==> config.mk <==
export PLATFORM = sky130hd
export DESIGN_NAME = dvb_tx_top
export DESIGN_NICKNAME = d
export VERILOG_FILES = /design/src/dvb_tx_pkg.sv /design/src/dvb_tx_cfg_if.sv /design/src/dvb_tx_cfg_regs.sv /design/src/dvb_tx_interp.sv /design/src/dvb_tx_symbol_mapper.sv /design/src/dvb_tx_top.sv
export SDC_FILE = /design/constraint.sdc
export NUM_CORES = 1
export LEC_CHECK = 0
export BUFFER_PORTS_ARGS = -buffer_cell sky130_fd_sc_hd__buf_2
export CAP_MARGIN = 20
export CORE_ASPECT_RATIO = 2
export CORE_MARGIN = 2
export CORE_UTILIZATION = 58
export DETAILED_ROUTE_END_ITERATION = 10
export PLACE_DENSITY = 0.85
export SYNTH_ARGS = -nofsm -noshare
export SYNTH_HDL_FRONTEND = slang
export SYNTH_HIERARCHICAL = 1
export SYNTH_SLANG_ARGS = --single-unit
==> constraint.sdc <==
create_clock -name clk -period 3.1 [get_ports clk]
set_input_delay 0.465 -clock clk [delete_from_list [all_inputs] [get_ports clk]]
set_output_delay 0.465 -clock clk [all_outputs]
set_load 0.03 [all_outputs]
==> src/dvb_tx_pkg.sv <==
`default_nettype none

package dvb_tx_pkg;

	// I or Q value, full scale is 2^14
	typedef logic signed [15:0] sample_t;

	typedef logic [31:0] reg_data_t;

	// clocks per symbol
	typedef logic [15:0] baud_div_t;

	typedef enum logic [0:0] {
		bpsk = 1'b0,
		qpsk = 1'b1
	} mod_mode_t;

	typedef enum logic {
		idle,
		shifting
	} map_state_t;

	localparam int addr_mod_mode  = 0; // 1 bit
	localparam int addr_freq_inv  = 1; // 1 bit
	localparam int addr_baud_div  = 2; // 16 bits, at least 2
	localparam int addr_tx_enable = 3; // 1 bit

	// upper half of the readback for unmapped addresses
	localparam logic [15:0] unmapped_tag = 16'hE000;

	localparam sample_t amp_bpsk = 16'sd16384; // 1.0
	localparam sample_t amp_qpsk = 16'sd11585; // 1/sqrt(2)

endpackage

`default_nettype wire

==> src/dvb_tx_cfg_if.sv <==
`default_nettype none

interface dvb_tx_cfg_if;
	import dvb_tx_pkg::*;

	mod_mode_t mod_mode;
	logic freq_inv; // swap I and Q
	baud_div_t baud_div;
	logic tx_enable;

	modport source (
		output mod_mode, freq_inv, baud_div, tx_enable
	);

	modport sink (
		input mod_mode, freq_inv, baud_div, tx_enable
	);

endinterface

`default_nettype wire

==> src/dvb_tx_cfg_regs.sv <==
`default_nettype none

module dvb_tx_cfg_regs #(
	parameter int data_width = 32,
	parameter int addr_bits = 4
) (
	input wire logic clk,
	input wire logic rst_n,

	input wire logic wen,
	input wire logic [addr_bits-1:0] waddr,
	input wire logic [data_width-1:0] wdata,
	input wire logic [data_width/8-1:0] wstrb,

	input wire logic ren,
	input wire logic [addr_bits-1:0] raddr,
	output dvb_tx_pkg::reg_data_t rdata,

	dvb_tx_cfg_if.source cfg
);
	import dvb_tx_pkg::*;

	logic stage_wen;
	logic [addr_bits-1:0] stage_addr;
	logic [data_width-1:0] stage_data; // unstrobed bytes keep old contents

	mod_mode_t mod_mode_q;
	logic freq_inv_q;
	baud_div_t baud_div_q;
	logic tx_enable_q;

	// write staging, one cycle
	always_ff @(posedge clk) begin
		if (!rst_n) begin
			stage_wen <= 1'b0;
			stage_addr <= '0;
			stage_data <= '0;
		end else begin
			stage_wen <= wen;
			if (wen) begin
				stage_addr <= waddr;
				for (int i = 0; i < data_width / 8; i++) begin
					if (wstrb[i]) begin
						stage_data[8*i +: 8] <= wdata[8*i +: 8];
					end
				end
			end
		end
	end

	// commit into the field registers
	always_ff @(posedge clk) begin
		if (!rst_n) begin
			mod_mode_q <= bpsk;
			freq_inv_q <= 1'b0;
			baud_div_q <= '0;
			tx_enable_q <= 1'b0;
		end else if (stage_wen) begin
			case (stage_addr)
				addr_mod_mode: mod_mode_q <= mod_mode_t'(stage_data[0]);
				addr_freq_inv: freq_inv_q <= stage_data[0];
				addr_baud_div: baud_div_q <= stage_data[15:0];
				addr_tx_enable: tx_enable_q <= stage_data[0];
				default: ; // writes elsewhere are dropped
			endcase
		end
	end

	// readback, field only
	always_ff @(posedge clk) begin
		if (!rst_n) begin
			rdata <= '0;
		end else if (ren) begin
			case (raddr)
				addr_mod_mode: rdata <= reg_data_t'(mod_mode_q);
				addr_freq_inv: rdata <= reg_data_t'(freq_inv_q);
				addr_baud_div: rdata <= reg_data_t'(baud_div_q);
				addr_tx_enable: rdata <= reg_data_t'(tx_enable_q);
				default: rdata <= {unmapped_tag, 16'(raddr)};
			endcase
		end
	end

	assign cfg.mod_mode = mod_mode_q;
	assign cfg.freq_inv = freq_inv_q;
	assign cfg.baud_div = baud_div_q;
	assign cfg.tx_enable = tx_enable_q;

endmodule

`default_nettype wire

==> src/dvb_tx_interp.sv <==
`default_nettype none

module dvb_tx_interp (
	input wire logic clk,
	input wire logic rst_n,

	input wire logic sym_oe,
	input wire dvb_tx_pkg::sample_t sym_re,
	input wire dvb_tx_pkg::sample_t sym_im,

	output logic sym2x_oe,
	output dvb_tx_pkg::sample_t sym2x_re,
	output dvb_tx_pkg::sample_t sym2x_im
);
	import dvb_tx_pkg::*;

	sample_t prev_re; // last symbol seen
	sample_t prev_im;
	logic second; // symbol sample still to send

	// one extra bit so +-16384 pairs do not wrap
	logic signed [16:0] sum_re;
	logic signed [16:0] sum_im;

	assign sum_re = prev_re + sym_re;
	assign sum_im = prev_im + sym_im;

	always_ff @(posedge clk) begin
		if (!rst_n) begin
			sym2x_oe <= 1'b0;
			second <= 1'b0;
			prev_re <= '0;
			prev_im <= '0;
		end else begin
			sym2x_oe <= sym_oe || second;
			second <= sym_oe;
			if (sym_oe) begin
				prev_re <= sym_re;
				prev_im <= sym_im;
			end
		end
	end

	// midpoint first, then the symbol itself
	always_ff @(posedge clk) begin
		if (sym_oe) begin
			sym2x_re <= sum_re[16:1]; // arithmetic halving
			sym2x_im <= sum_im[16:1];
		end else if (second) begin
			sym2x_re <= prev_re;
			sym2x_im <= prev_im;
		end
	end

endmodule

`default_nettype wire

==> src/dvb_tx_symbol_mapper.sv <==
`default_nettype none

module dvb_tx_symbol_mapper (
	input wire logic clk,
	input wire logic rst_n,

	dvb_tx_cfg_if.sink cfg,

	input wire logic [7:0] ts_data,
	input wire logic ts_valid,
	output logic ts_busy,

	output logic sym_oe,
	output dvb_tx_pkg::sample_t sym_re,
	output dvb_tx_pkg::sample_t sym_im
);
	import dvb_tx_pkg::*;

	map_state_t state;
	baud_div_t baud_cnt;
	logic [3:0] sym_left; // symbols still to send for this byte
	mod_mode_t byte_mode; // mode latched with the byte
	logic [7:0] shift_reg;

	logic accept;
	logic sym_tick;
	sample_t map_i;
	sample_t map_q;

	// busy through the cycle of the last symbol
	assign ts_busy = (state == shifting) || sym_oe;
	assign accept = ts_valid && !ts_busy && cfg.tx_enable;
	assign sym_tick = (baud_cnt == cfg.baud_div - baud_div_t'(1));

	// msb first, a set bit maps to the negative amplitude
	always_comb begin
		if (byte_mode == qpsk) begin
			map_i = shift_reg[7] ? -amp_qpsk : amp_qpsk;
			map_q = shift_reg[6] ? -amp_qpsk : amp_qpsk;
		end else begin
			map_i = shift_reg[7] ? -amp_bpsk : amp_bpsk;
			map_q = '0;
		end
	end

	always_ff @(posedge clk) begin
		if (!rst_n) begin
			state <= idle;
			baud_cnt <= '0;
			sym_left <= '0;
			byte_mode <= bpsk;
			sym_oe <= 1'b0;
		end else begin
			sym_oe <= 1'b0;
			case (state)
				idle: begin
					if (accept) begin
						state <= shifting;
						baud_cnt <= baud_div_t'(1); // first symbol baud_div clocks out
						sym_left <= (cfg.mod_mode == qpsk) ? 4'd4 : 4'd8;
						byte_mode <= cfg.mod_mode;
					end
				end
				shifting: begin
					if (sym_tick) begin
						sym_oe <= 1'b1;
						baud_cnt <= '0;
						sym_left <= sym_left - 4'd1;
						if (sym_left == 4'd1) begin
							state <= idle;
						end
					end else begin
						baud_cnt <= baud_cnt + baud_div_t'(1);
					end
				end
				default: state <= idle;
			endcase
		end
	end

	always_ff @(posedge clk) begin
		if (accept) begin
			shift_reg <= ts_data;
		end else if (state == shifting && sym_tick) begin
			shift_reg <= (byte_mode == qpsk) ? {shift_reg[5:0], 2'b00} : {shift_reg[6:0], 1'b0};
			sym_re <= cfg.freq_inv ? map_q : map_i; // spectrum inversion
			sym_im <= cfg.freq_inv ? map_i : map_q;
		end
	end

endmodule

`default_nettype wire

==> src/dvb_tx_top.sv <==
`default_nettype none

module dvb_tx_top #(
	parameter int data_width = 32,
	parameter int addr_bits = 4
) (
	input wire logic clk,
	input wire logic rst_n,

	// host bus
	input wire logic wen,
	input wire logic [addr_bits-1:0] waddr,
	input wire logic [data_width-1:0] wdata,
	input wire logic [data_width/8-1:0] wstrb,
	input wire logic ren,
	input wire logic [addr_bits-1:0] raddr,
	output dvb_tx_pkg::reg_data_t rdata,

	// transport stream bytes
	input wire logic [7:0] ts_data,
	input wire logic ts_valid,
	output logic ts_busy,

	// one sample per symbol
	output logic sym_oe,
	output dvb_tx_pkg::sample_t sym_re,
	output dvb_tx_pkg::sample_t sym_im,

	// two samples per symbol
	output logic sym2x_oe,
	output dvb_tx_pkg::sample_t sym2x_re,
	output dvb_tx_pkg::sample_t sym2x_im
);

	dvb_tx_cfg_if cfg_if ();

	dvb_tx_cfg_regs #(
		.data_width(data_width),
		.addr_bits(addr_bits)
	) dvb_tx_cfg_regs_inst (
		.clk(clk),
		.rst_n(rst_n),
		.wen(wen),
		.waddr(waddr),
		.wdata(wdata),
		.wstrb(wstrb),
		.ren(ren),
		.raddr(raddr),
		.rdata(rdata),
		.cfg(cfg_if.source)
	);

	dvb_tx_symbol_mapper dvb_tx_symbol_mapper_inst (
		.clk(clk),
		.rst_n(rst_n),
		.cfg(cfg_if.sink),
		.ts_data(ts_data),
		.ts_valid(ts_valid),
		.ts_busy(ts_busy),
		.sym_oe(sym_oe),
		.sym_re(sym_re),
		.sym_im(sym_im)
	);

	dvb_tx_interp dvb_tx_interp_inst (
		.clk(clk),
		.rst_n(rst_n),
		.sym_oe(sym_oe),
		.sym_re(sym_re),
		.sym_im(sym_im),
		.sym2x_oe(sym2x_oe),
		.sym2x_re(sym2x_re),
		.sym2x_im(sym2x_im)
	);

endmodule

`default_nettype wire
==> run_results.csv, run 1 <==
group,metric,value,unit
layout,largest_reg_flops,17,
global_routing,grt_max_degree,123,
synth,synth_edf_count,49,
placement,io_buffers,124,
power,vdd_drop_max,0.384,mV
global_routing,grt_usage,0.244,
synth,synthSimpleGateAreaFrac,0.203,
floorplanning,die_area,17200,um^2
setup_path,start_kind,"register",
layout,num_antenna_cells,0,
setup_path,worst-path-max-fanout,11,
sta,maxSlewViolCount,0,
run_status,status,"complete, no violations",
global_routing,grt_overflow,0,
run,drv_cap,0,
clock_tree,clk_latency,420,ps
power,power_density,420,nW/um^2
layout,nFillCells,1287,
sta,setup_viol_count_final,0,
clock_tree,cts_buffer_depth,2,
placement,dpl.hpwl,14.8,mm
synth,synth_flop_cell,"dfxtp_1",
route,wl,20.7,mm
clock_tree,cts_hold_buffers,0,
route,drtIter0Drc,283,
floorplanning,ios,156,
route,wl_per_cell,16.1,um
power,p_leak,4.04,nW
sta,finalHoldViolCount,0,
global_routing,grt_pass1_wl,33.8,mm
synth,syn_area,9370,um^2
layout,layout_commonest_cell,"buf_2",
setup_path,crit_arrival,3050,ps
sta,worst_pin_slew,970,ps
layout,regArea,3760,um^2
placement,gp_congestion,0.869,
route,ant_nets,0,
sta,rsz0062_at_grt,"false",
synth,post_synth_num_cell_types,86,
sta,fmax,347,MHz
floorplanning,die_w,93.9,um
sta,max_slew_margin,0.353,
synth,synth_mux_area_frac,0.0841,
route,dr.pass1.iters,5,
floorplanning,core.rowCount,65,
setup_path,critPathBufInv,1,
synth,yosys.area_share.adder,0.0497,
min_path,hold_path_class,"input port to register",
placement,place_ws,211,ps
clock_tree,cts-htree-levels,4,
setup_path,crit_chain,"buf_4, ha_1, a2111oi_0, o21ai_1, o21a_1, a31oi_2, xnor2_1, mux2_2",
synth,yosysWarnings,6,
synth,synth-compound-area-share,0.151,
sta,finalCritPeriodShare,0.930,
clock_tree,cts_tree,"yes",
sta,finalSetupTns,0,ps
clock_tree,cts.repair.resized,0,
setup_path,crit_slowest_cell,"edfxtp_1",
floorplanning,start_util,0.594,
global_routing,antenna_found_initial,1,
clock_tree,cts.sinks,163,
layout,multi_input_area,4980,um^2
synth,ys_ff_latch,163,
layout,syn_to_final_growth,10.9,%
sta,fin_ws,216,ps
synth,yosysSeqAreaShare,0.401,
route,drc,0,
synth,syn_area_per_cell,9.41,um^2
sta,skew,13.7,ps
layout,final_cell_mix,"buf_2, nand2_1, dfxtp_1",
global_routing,grt_pass1_vias,7370,
setup_path,cp_top_family,"compound AO/OA/AOI/OAI gates",
layout,top_register,"dvb_tx_cfg_regs_inst/rdata",
layout,nets,1163,
setup_path,crit_path_end_kind,"register",
sta,period_needed,2880,ps
setup_path,cp.required,3270,ps
clock_tree,clk_pin_slew,70,ps
route,routed_via_density,5.87,
clock_tree,numCtsBuffers,17,
clock_tree,root_buffer,"clkbuf_16",
synth,synth_xor_area_frac,0.0383,
route,vias,7543,
setup_path,crit_path_max_incr_delay,580,ps
clock_tree,cts_setup_buffers,0,
layout,drive_gt1_frac,0.196,
floorplanning,die_h,184,um
floorplanning,core_area,15800,um^2
synth,synth_cells,995,
synth,synth_top_family_by_area,"simple AND/OR/NAND/NOR gates",
synth,synth-async-reset-ratio,0,
setup_path,worstSetupPathType,"register to register",
-- report_power, final --
group          switching, mW  internal (mW)  leakage (nW)  total, mW
logic                  0.112         0.0687          2.42      0.181
registers             0.0122           2.20          1.37       2.21
clock network          0.866           1.10         0.252       1.97
total                  0.991           3.37          4.04       4.36
-- worst min-delay path, delay by kind of cell --
| kind | cells | cell delay (ps) |
|---|---|---|
| buffers and inverters | 1 | 90 |
| AOI/OAI and AO/OA | 1 | 60 |
| and+or+nand+nor | 1 | 50 |
-- area by class of cell --
class,count,area share
Timing Repair Buffer,143,0.0754
Tap cell,201,0.0242
Inverter,19,0.00687
Clock inverter,13,0.0107
Sequential cell,163,0.362
Clock buffer,19,0.0417
Multi-Input combinational cell,726,0.479
-- metrics by stage --
| stage | instance area (um^2) | hold WS, ps | power (mW) | util | std cells |
|---|---|---|---|---|---|
| floorplan | 9410 | 406 | 2.40 | - | 1007 |
| global placement | 9810 | 444 | 2.43 | 0.622 | 1251 |
| finish | 10400 | 299 | 4.36 | 0.658 | 1284 |
| global route | 10400 | 294 | 4.51 | 0.658 | 1284 |
| CTS | 10400 | 289 | 4.40 | 0.656 | 1283 |
| detailed placement | 9810 | 452 | 2.44 | 0.622 | 1251 |
-- cell families after synthesis --
family / Yosys count
adders and majority gates: 36
other: 1
and+or+nand+nor: 356
muxes: 76
buffers and inverters: 118
AOI/OAI and AO/OA: 204
xor gates and xnor gates: 41
DFF: 163
-- path summary, 6_finish.rpt --
path                                                            from                              endpoint  slack [ps]  depth (start not counted)
worst max-delay path            dvb_tx_symbol_mapper_inst/sym_re[12]       dvb_tx_interp_inst/sym2x_re[11]         220                          8
worst min-delay path                                        wdata[2]    dvb_tx_cfg_regs_inst/stage_data[2]         300                          3
worst max register to register  dvb_tx_symbol_mapper_inst/sym_re[12]       dvb_tx_interp_inst/sym2x_re[11]         220                          8
worst min register to register    dvb_tx_cfg_regs_inst/stage_data[1]  dvb_tx_cfg_regs_inst/cfg.baud_div[1]         460                          2
-- Yosys cell counts (8+ instances only) --
cell,number,area [um^2]
mux2i_1,60,601
inv_1,18,67.6
xnor2_1,24,210
dfxtp_1,114,2280
nor4_1,9,56.3
xor2_1,17,149
mux2_2,14,158
o21a_1,8,60.1
a21boi_0,30,225
nand4_1,17,106
a31oi_1,20,125
nor2b_1,38,238
o21ai_0,30,150
clkbuf_1,39,146
nand3_1,55,275
o211ai_1,17,128
nor3_1,11,55.1
o21ai_1,10,50.1
nand2b_1,20,125
buf_4,39,293
a21oi_1,33,165
and2_1,13,81.3
ha_1,34,425
edfxtp_1,49,1470
nor2_1,22,82.6
nand2_1,120,450
-- per-layer routing --
metal | track usage | vias up | part of all wire
met5 | 0 | - | 0.00063
met4 | 0.143 | 2 | 0.049
met3 | 0.0385 | 61 | 0.036
met2 | 0.469 | 219 | 0.55
met1 | 0.236 | 3566 | 0.36
li1 | - | 3695 | -
(Power assumes the default switching activity.)
==> run 2, diff against run 1 <==
--- a/config.mk
+++ b/config.mk
@@ -9,9 +9,9 @@
 export CAP_MARGIN = 20
 export CORE_ASPECT_RATIO = 2
 export CORE_MARGIN = 2
-export CORE_UTILIZATION = 58
+export CORE_UTILIZATION = 50
 export DETAILED_ROUTE_END_ITERATION = 10
-export PLACE_DENSITY = 0.85
+export PLACE_DENSITY = 0.75
 export SYNTH_ARGS = -nofsm -noshare
 export SYNTH_HDL_FRONTEND = slang
 export SYNTH_HIERARCHICAL = 1
==> run 2 against run 1 <==
  * Final cell count rose by 1.3%
  * Global-route usage fell by 3.1 points
  * Non-clock buffer count rose by 2
  * Power fell by 0.18%
  * Sequential cell count did not move
  * Utilization fell by 9.0 points
  * Critical path depth rose by 1
  * First-iteration DRC count fell by 36%
  * Sequential share of layout area fell by 0.078 points
  * Register-to-register slack got worse by 70 ps
  * Design area rose by 0.22%
  * Critical path type unchanged
==> run_results.csv, run 2 (synthesis gave the netlist of run 1 again) <==
group,metric,value,unit
run_status,status,"complete, no violations",
power,p_sw_frac,0.237,
setup_path,cp.required,3180,ps
setup_path,worstSetupPathType,"register to register",
clock_tree,cts.repair.resized,0,
sta,finalCritPeriodShare,0.953,
layout,num_antenna_cells,0,
route,ant_nets,0,
clock_tree,cts_tree,"yes",
setup_path,crit_path_end_kind,"register",
sta,skew,11.8,ps
route,drtIter0Drc,181,
route,routed_via_density,5.74,
run,drv_cap,0,
sta,max_slew_margin,0.335,
clock_tree,clk_latency,420,ps
setup_path,crit_arrival,3030,ps
setup_path,cpMostUsedCell,"inv_1",
route,dr.pass1.iters,5,
power,switchingPower,1.03,mW
clock_tree,root_buffer,"clkbuf_16",
floorplanning,die_area,19900,um^2
layout,syn_to_final_growth,11.1,%
clock_tree,cts_setup_buffers,0,
layout,final_cell_mix,"buf_2, nand2_1, dfxtp_1",
sta,rsz0062_at_grt,"false",
route,wl,20.7,mm
setup_path,crit_path_max_incr_delay,580,ps
global_routing,antenna_found_initial,0,
sta,period_needed,2960,ps
power,clock_power_share,0.451,
floorplanning,start_util,0.512,
setup_path,worst-path-max-fanout,10,
clock_tree,cts.sinks,163,
layout,drive_gt1_frac,0.202,
floorplanning,die_h,198,um
route,vias,7472,
floorplanning,core.rowCount,70,
global_routing,use_met1,0.214,
setup_path,start_kind,"register",
setup_path,crit_chain,"inv_1, ha_1, or3b_2, nor3_1, a21boi_0, a211o_1, nor2_1, nand3_1, inv_1",
clock_tree,cts-htree-levels,4,
floorplanning,die_w,101,um
setup_path,ff2ff_path_depth,9,
setup_path,worst_r2r_startpoint,"dvb_tx_cfg_regs_inst/cfg.baud_div[1]",
placement,gp_congestion,0.892,
route,drc,0,
layout,nFillCells,1647,
layout,largest_reg_flops,17,
power,power_frac_seq,0.508,
clock_tree,numCtsBuffers,17,
layout,nets,1165,
global_routing,grt_pass1_wl,34.1,mm
sta,setup_viol_count_final,0,
global_routing,grt_pass1_vias,7239,
floorplanning,core_area,18300,um^2
sta,finalSetupTns,0,ps
sta,maxSlewViolCount,0,
placement,place_ws,178,ps
setup_path,crit_slowest_cell,"or3b_2",
power,power_density,418,nW/um^2
setup_path,rrSetupSlack,140,ps
layout,layout_commonest_cell,"buf_2",
power,vdd_drop_max,0.333,mV
sta,holdWs,295,ps
sta,fin_ws,145,ps
placement,io_buffers,124,
sta,worst_pin_slew,997,ps
placement,dpl.hpwl,15.1,mm
min_path,hold_path_class,"input port to register",
setup_path,reg2reg_to,"dvb_tx_symbol_mapper_inst/sym_re[15]",
setup_path,critPathLaunch,"dvb_tx_cfg_regs_inst/cfg.baud_div[1]",
power,combPwrFrac,0.041,
clock_tree,clk_pin_slew,70,ps
global_routing,grt_max_degree,85,
sta,fmax,338,MHz
global_routing,grt_use_met3,0.0343,
floorplanning,ios,156,
global_routing,grt.busiest_layer,"met2",
global_routing,grt_usage,0.214,
sta,finalHoldViolCount,0,
clock_tree,cts_buffer_depth,2,
clock_tree,cts_hold_buffers,0,
global_routing,grt_overflow,0,
layout,top_register,"dvb_tx_cfg_regs_inst/rdata",
global_routing,use_met2,0.405,
layout,fin_util,0.569,
power,p_leak,4.06,nW
setup_path,cp-endpoint,"dvb_tx_symbol_mapper_inst/sym_re[15]",
power,intPower,3.32,mW
route,wl_per_cell,15.9,um
==> run 2: changes by cell type in the layout (fill, tap and decap cells not counted), sizes merged <==
| cell | delta |
|---|---|
| buf | +2 |
| bufinv | -1 |
| clkbuf | -1 |
| clkinv | -1 |
| inv | +3 |
==> run 2: worst min path at each step <==
stage                                             start                                    end  slack, ps  cells after the start
detailed placement  dvb_tx_cfg_regs_inst/stage_data[13]  dvb_tx_cfg_regs_inst/cfg.baud_div[13]        450                      2
floorplan           dvb_tx_symbol_mapper_inst/byte_mode    dvb_tx_symbol_mapper_inst/sym_re[0]        410                      0
CTS                                            wdata[6]     dvb_tx_cfg_regs_inst/stage_data[6]        280                      3
global placement     dvb_tx_cfg_regs_inst/stage_data[2]   dvb_tx_cfg_regs_inst/cfg.baud_div[2]        440                      2
finish                                         wdata[6]     dvb_tx_cfg_regs_inst/stage_data[6]        290                      3
global route                                  wdata[13]    dvb_tx_cfg_regs_inst/stage_data[13]        290                      3
==> run 2: through the flow <==
step | power, mW | cells | instance area (um^2)
3_5_place_dp | 2.44 | 1269 | 9860
3_3_place_gp | 2.43 | 1269 | 9860
4_1_cts | 4.40 | 1301 | 10400
6_report | 4.35 | 1301 | 10400
5_1_grt | 4.49 | 1301 | 10400
2_1_floorplan | 2.40 | 1007 | 9410
==> run 2: area by class of cell <==
| class | instances | area [um^2] | area share |
|---|---|---|---|
| clock buffers | 18 | 439 | 0.0422 |
| clock inverters | 14 | 104 | 0.00998 |
| inverters | 19 | 71.3 | 0.00685 |
| multi-input cells | 726 | 4970 | 0.478 |
| flip-flops and latches | 163 | 3760 | 0.361 |
| well taps | 216 | 270 | 0.0260 |
| repair buffers | 145 | 791 | 0.0760 |
==> run 2: power by group through the flow <==
stage / sequential, mW / combinational [mW] / clock (mW)
2_1_floorplan: 2.27 / 0.135 / 0
3_3_place_gp: 2.26 / 0.177 / 0
3_5_place_dp: 2.26 / 0.180 / 0
4_1_cts: 2.21 / 0.180 / 2.01
5_1_grt: 2.21 / 0.197 / 2.08
6_report: 2.21 / 0.179 / 1.96
==> run 2: layer usage <==
metal | vias up | routed length [um]
met4 | 0 | 797
li1 | 3695 | -
met2 | 192 | 11600
met5 | - | 0
met1 | 3531 | 7670
met3 | 54 | 639
==> run 2: critical path, delay by kind of cell, from the launching register on <==
family	cells	cell delay [ps]
AND/OR/NAND/NOR	4	1190
flip-flops	1	350
adder cells (fa/ha/maj)	1	210
buffers and inverters	2	410
AO/OA/AOI/OAI	2	450
==> run 3, diff against run 2 <==
==> constraint.sdc (replaced) <==
create_clock -name clk -period 3.15 [get_ports clk]
set_input_delay 0.4725 -clock clk [delete_from_list [all_inputs] [get_ports clk]]
set_output_delay 0.4725 -clock clk [all_outputs]
set_load 0.03 [all_outputs]
==> run 3 against run 2 <==
  * Design area about the same
  * Wire length increased by 0.58%
  * Final cell count decreased by 0.23%
  * Fmax decreased by 0.79%
  * Worst setup slack improved by 26 ps
  * Register-to-register slack improved by 30 ps
  * Largest cell class unchanged
  * Clock power increased by 4%
  * Critical endpoint is now dvb_tx_interp_inst/sym2x_re[8]
  * Non-clock buffer count decreased by 3
  * First-iteration DRC count increased by 29%
  * Sequential share of layout area about the same
  * Combinational power about the same
  * Utilization about the same
==> run_results.csv, run 3 (synthesis gave the netlist of run 1 again) <==
group,metric,value,unit
run_status,status,"complete, no violations",
layout,layout_commonest_cell,"buf_2",
layout,fin_util,0.569,
sta,max_slew_margin,0.359,
global_routing,grt_pass1_wl,33.2,mm
setup_path,worstSetupPathType,"register to register",
setup_path,crit_path_max_incr_delay,610,ps
setup_path,reg2reg_to,"dvb_tx_interp_inst/sym2x_re[8]",
layout,drive_gt1_frac,0.198,
route,drtIter0Drc,233,
power,vdd_drop_max,0.461,mV
min_path,whs_path_depth,3,
layout,fin_cells,1298,
sta,fmax,336,MHz
clock_tree,cts_buffer_depth,2,
global_routing,antenna_found_initial,0,
clock_tree,root_buffer,"clkbuf_16",
route,wl_met3,570,um
global_routing,grt_overflow,0,
route,wl,20.8,mm
setup_path,crit_slowest_cell,"edfxtp_1",
layout,top_register,"dvb_tx_cfg_regs_inst/rdata",
route,vias,7441,
setup_path,path_depth,8,
route,top_layer_used,"met4",
sta,period_needed,2980,ps
placement,gp_congestion,0.895,
sta,finalHoldViolCount,0,
route,dr.pass1.iters,7,
layout,syn_to_final_growth,11.1,%
placement,io_buffers,124,
layout,final_cell_mix,"buf_2, nand2_1, dfxtp_1",
clock_tree,cts-htree-levels,4,
setup_path,ff2ff_path_depth,8,
global_routing,grt_usage,0.209,
run,drv_cap,0,
global_routing,grt_max_degree,118,
placement,dp.cells,1266,
route,drt-met1-wl,7.72,mm
sta,maxSlewViolCount,0,
clock_tree,cts_tree,"yes",
route,routed_via_density,5.73,
sta,finalSetupTns,0,ps
floorplanning,ios,156,
floorplanning,die_h,198,um
setup_path,critPathBufInv,1,
setup_path,crit_path_end_kind,"register",
clock_tree,cts.repair.resized,0,
min_path,min_to,"dvb_tx_cfg_regs_inst/stage_data[12]",
min_path,hold_path_class,"input port to register",
clock_tree,cts.sinks,163,
power,power_density,420,nW/um^2
setup_path,start_kind,"register",
route,ant_nets,0,
clock_tree,cts_hold_buffers,0,
route,drc,0,
placement,dpl.hpwl,14.9,mm
sta,setup_viol_count_final,0,
floorplanning,die_w,101,um
sta,holdWs,311,ps
global_routing,grt_pass1_vias,7131,
sta,rsz0062_at_grt,"false",
sta,skew,8.97,ps
route,dr_wl_met2,11.7,mm
setup_path,cp.required,3320,ps
clock_tree,numCtsBuffers,17,
clock_tree,clk_pin_slew,60,ps
floorplanning,core_area,18300,um^2
setup_path,worst_r2r_startpoint,"dvb_tx_symbol_mapper_inst/sym_re[12]",
route,wl_per_cell,16.0,um
setup_path,cp_top_family,"compound AO/OA/AOI/OAI gates",
setup_path,crit_arrival,3150,ps
setup_path,crit_chain,"buf_4, ha_1, a21oi_1, o21ai_0, a21oi_1, o21ai_0, xor2_1, mux2_2",
layout,num_antenna_cells,0,
layout,largest_reg_flops,17,
floorplanning,start_util,0.512,
setup_path,rrSetupSlack,170,ps
floorplanning,core.rowCount,70,
setup_path,worst-path-max-fanout,10,
power,p_leak,4.06,nW
clock_tree,clk_latency,420,ps
layout,nets,1162,
floorplanning,die_area,19900,um^2
min_path,min-delay-start,"wdata[12]",
sta,worst_pin_slew,961,ps
clock_tree,cts_setup_buffers,0,
sta,finalCritPeriodShare,0.946,
## run 3: worst max path at each step
stage                                         start                                     end
6_report       dvb_tx_symbol_mapper_inst/sym_re[12]          dvb_tx_interp_inst/sym2x_re[8]
5_1_grt        dvb_tx_cfg_regs_inst/cfg.baud_div[1]  dvb_tx_symbol_mapper_inst/baud_cnt[15]
4_1_cts        dvb_tx_cfg_regs_inst/cfg.baud_div[1]    dvb_tx_symbol_mapper_inst/sym_re[15]
3_5_place_dp   dvb_tx_cfg_regs_inst/cfg.baud_div[1]    dvb_tx_symbol_mapper_inst/sym_im[14]
3_3_place_gp   dvb_tx_cfg_regs_inst/cfg.baud_div[1]    dvb_tx_symbol_mapper_inst/sym_im[15]
2_1_floorplan  dvb_tx_cfg_regs_inst/cfg.baud_div[3]  dvb_tx_symbol_mapper_inst/shift_reg[0]
## run 3: report_power, final
group	internal [mW]	switching (mW)	leakage (nW)	total, mW
Clock	1.16	0.861	0.282	2.03
Combinational	0.0658	0.111	2.41	0.176
Sequential	2.16	0.0116	1.37	2.18
## run 3: metrics by stage
step	power (mW)	area, um^2	worst slack, ps
6_report	4.38	10400	171
3_3_place_gp	2.40	9840	282
4_1_cts	4.43	10400	190
3_5_place_dp	2.40	9840	189
2_1_floorplan	2.36	9410	285
5_1_grt	4.52	10400	90.4
## run 3: tightest hold or removal path: stages
cell and delay (ps):
buf_2 100, nand3_1 50, a21boi_0 60
## run 3: metal layers
| layer | vias up | global-route usage |
|---|---|---|
| li1 | 3690 | - |
| met1 | 3519 | 0.206 |
| met2 | 179 | 0.403 |
| met3 | 53 | 0.0297 |
| met4 | 0 | 0.112 |
| met5 | - | 0 |
## run 3: cell type report
type | instances | area [um^2]
well taps | 216 | 270
clock inverters | 10 | 93.8
clock buffers | 22 | 475
fillers | 1639 | 7890
multi-input cells | 726 | 4970
inverters | 19 | 71.3
flip-flops and latches | 163 | 3760
repair buffers | 142 | 768
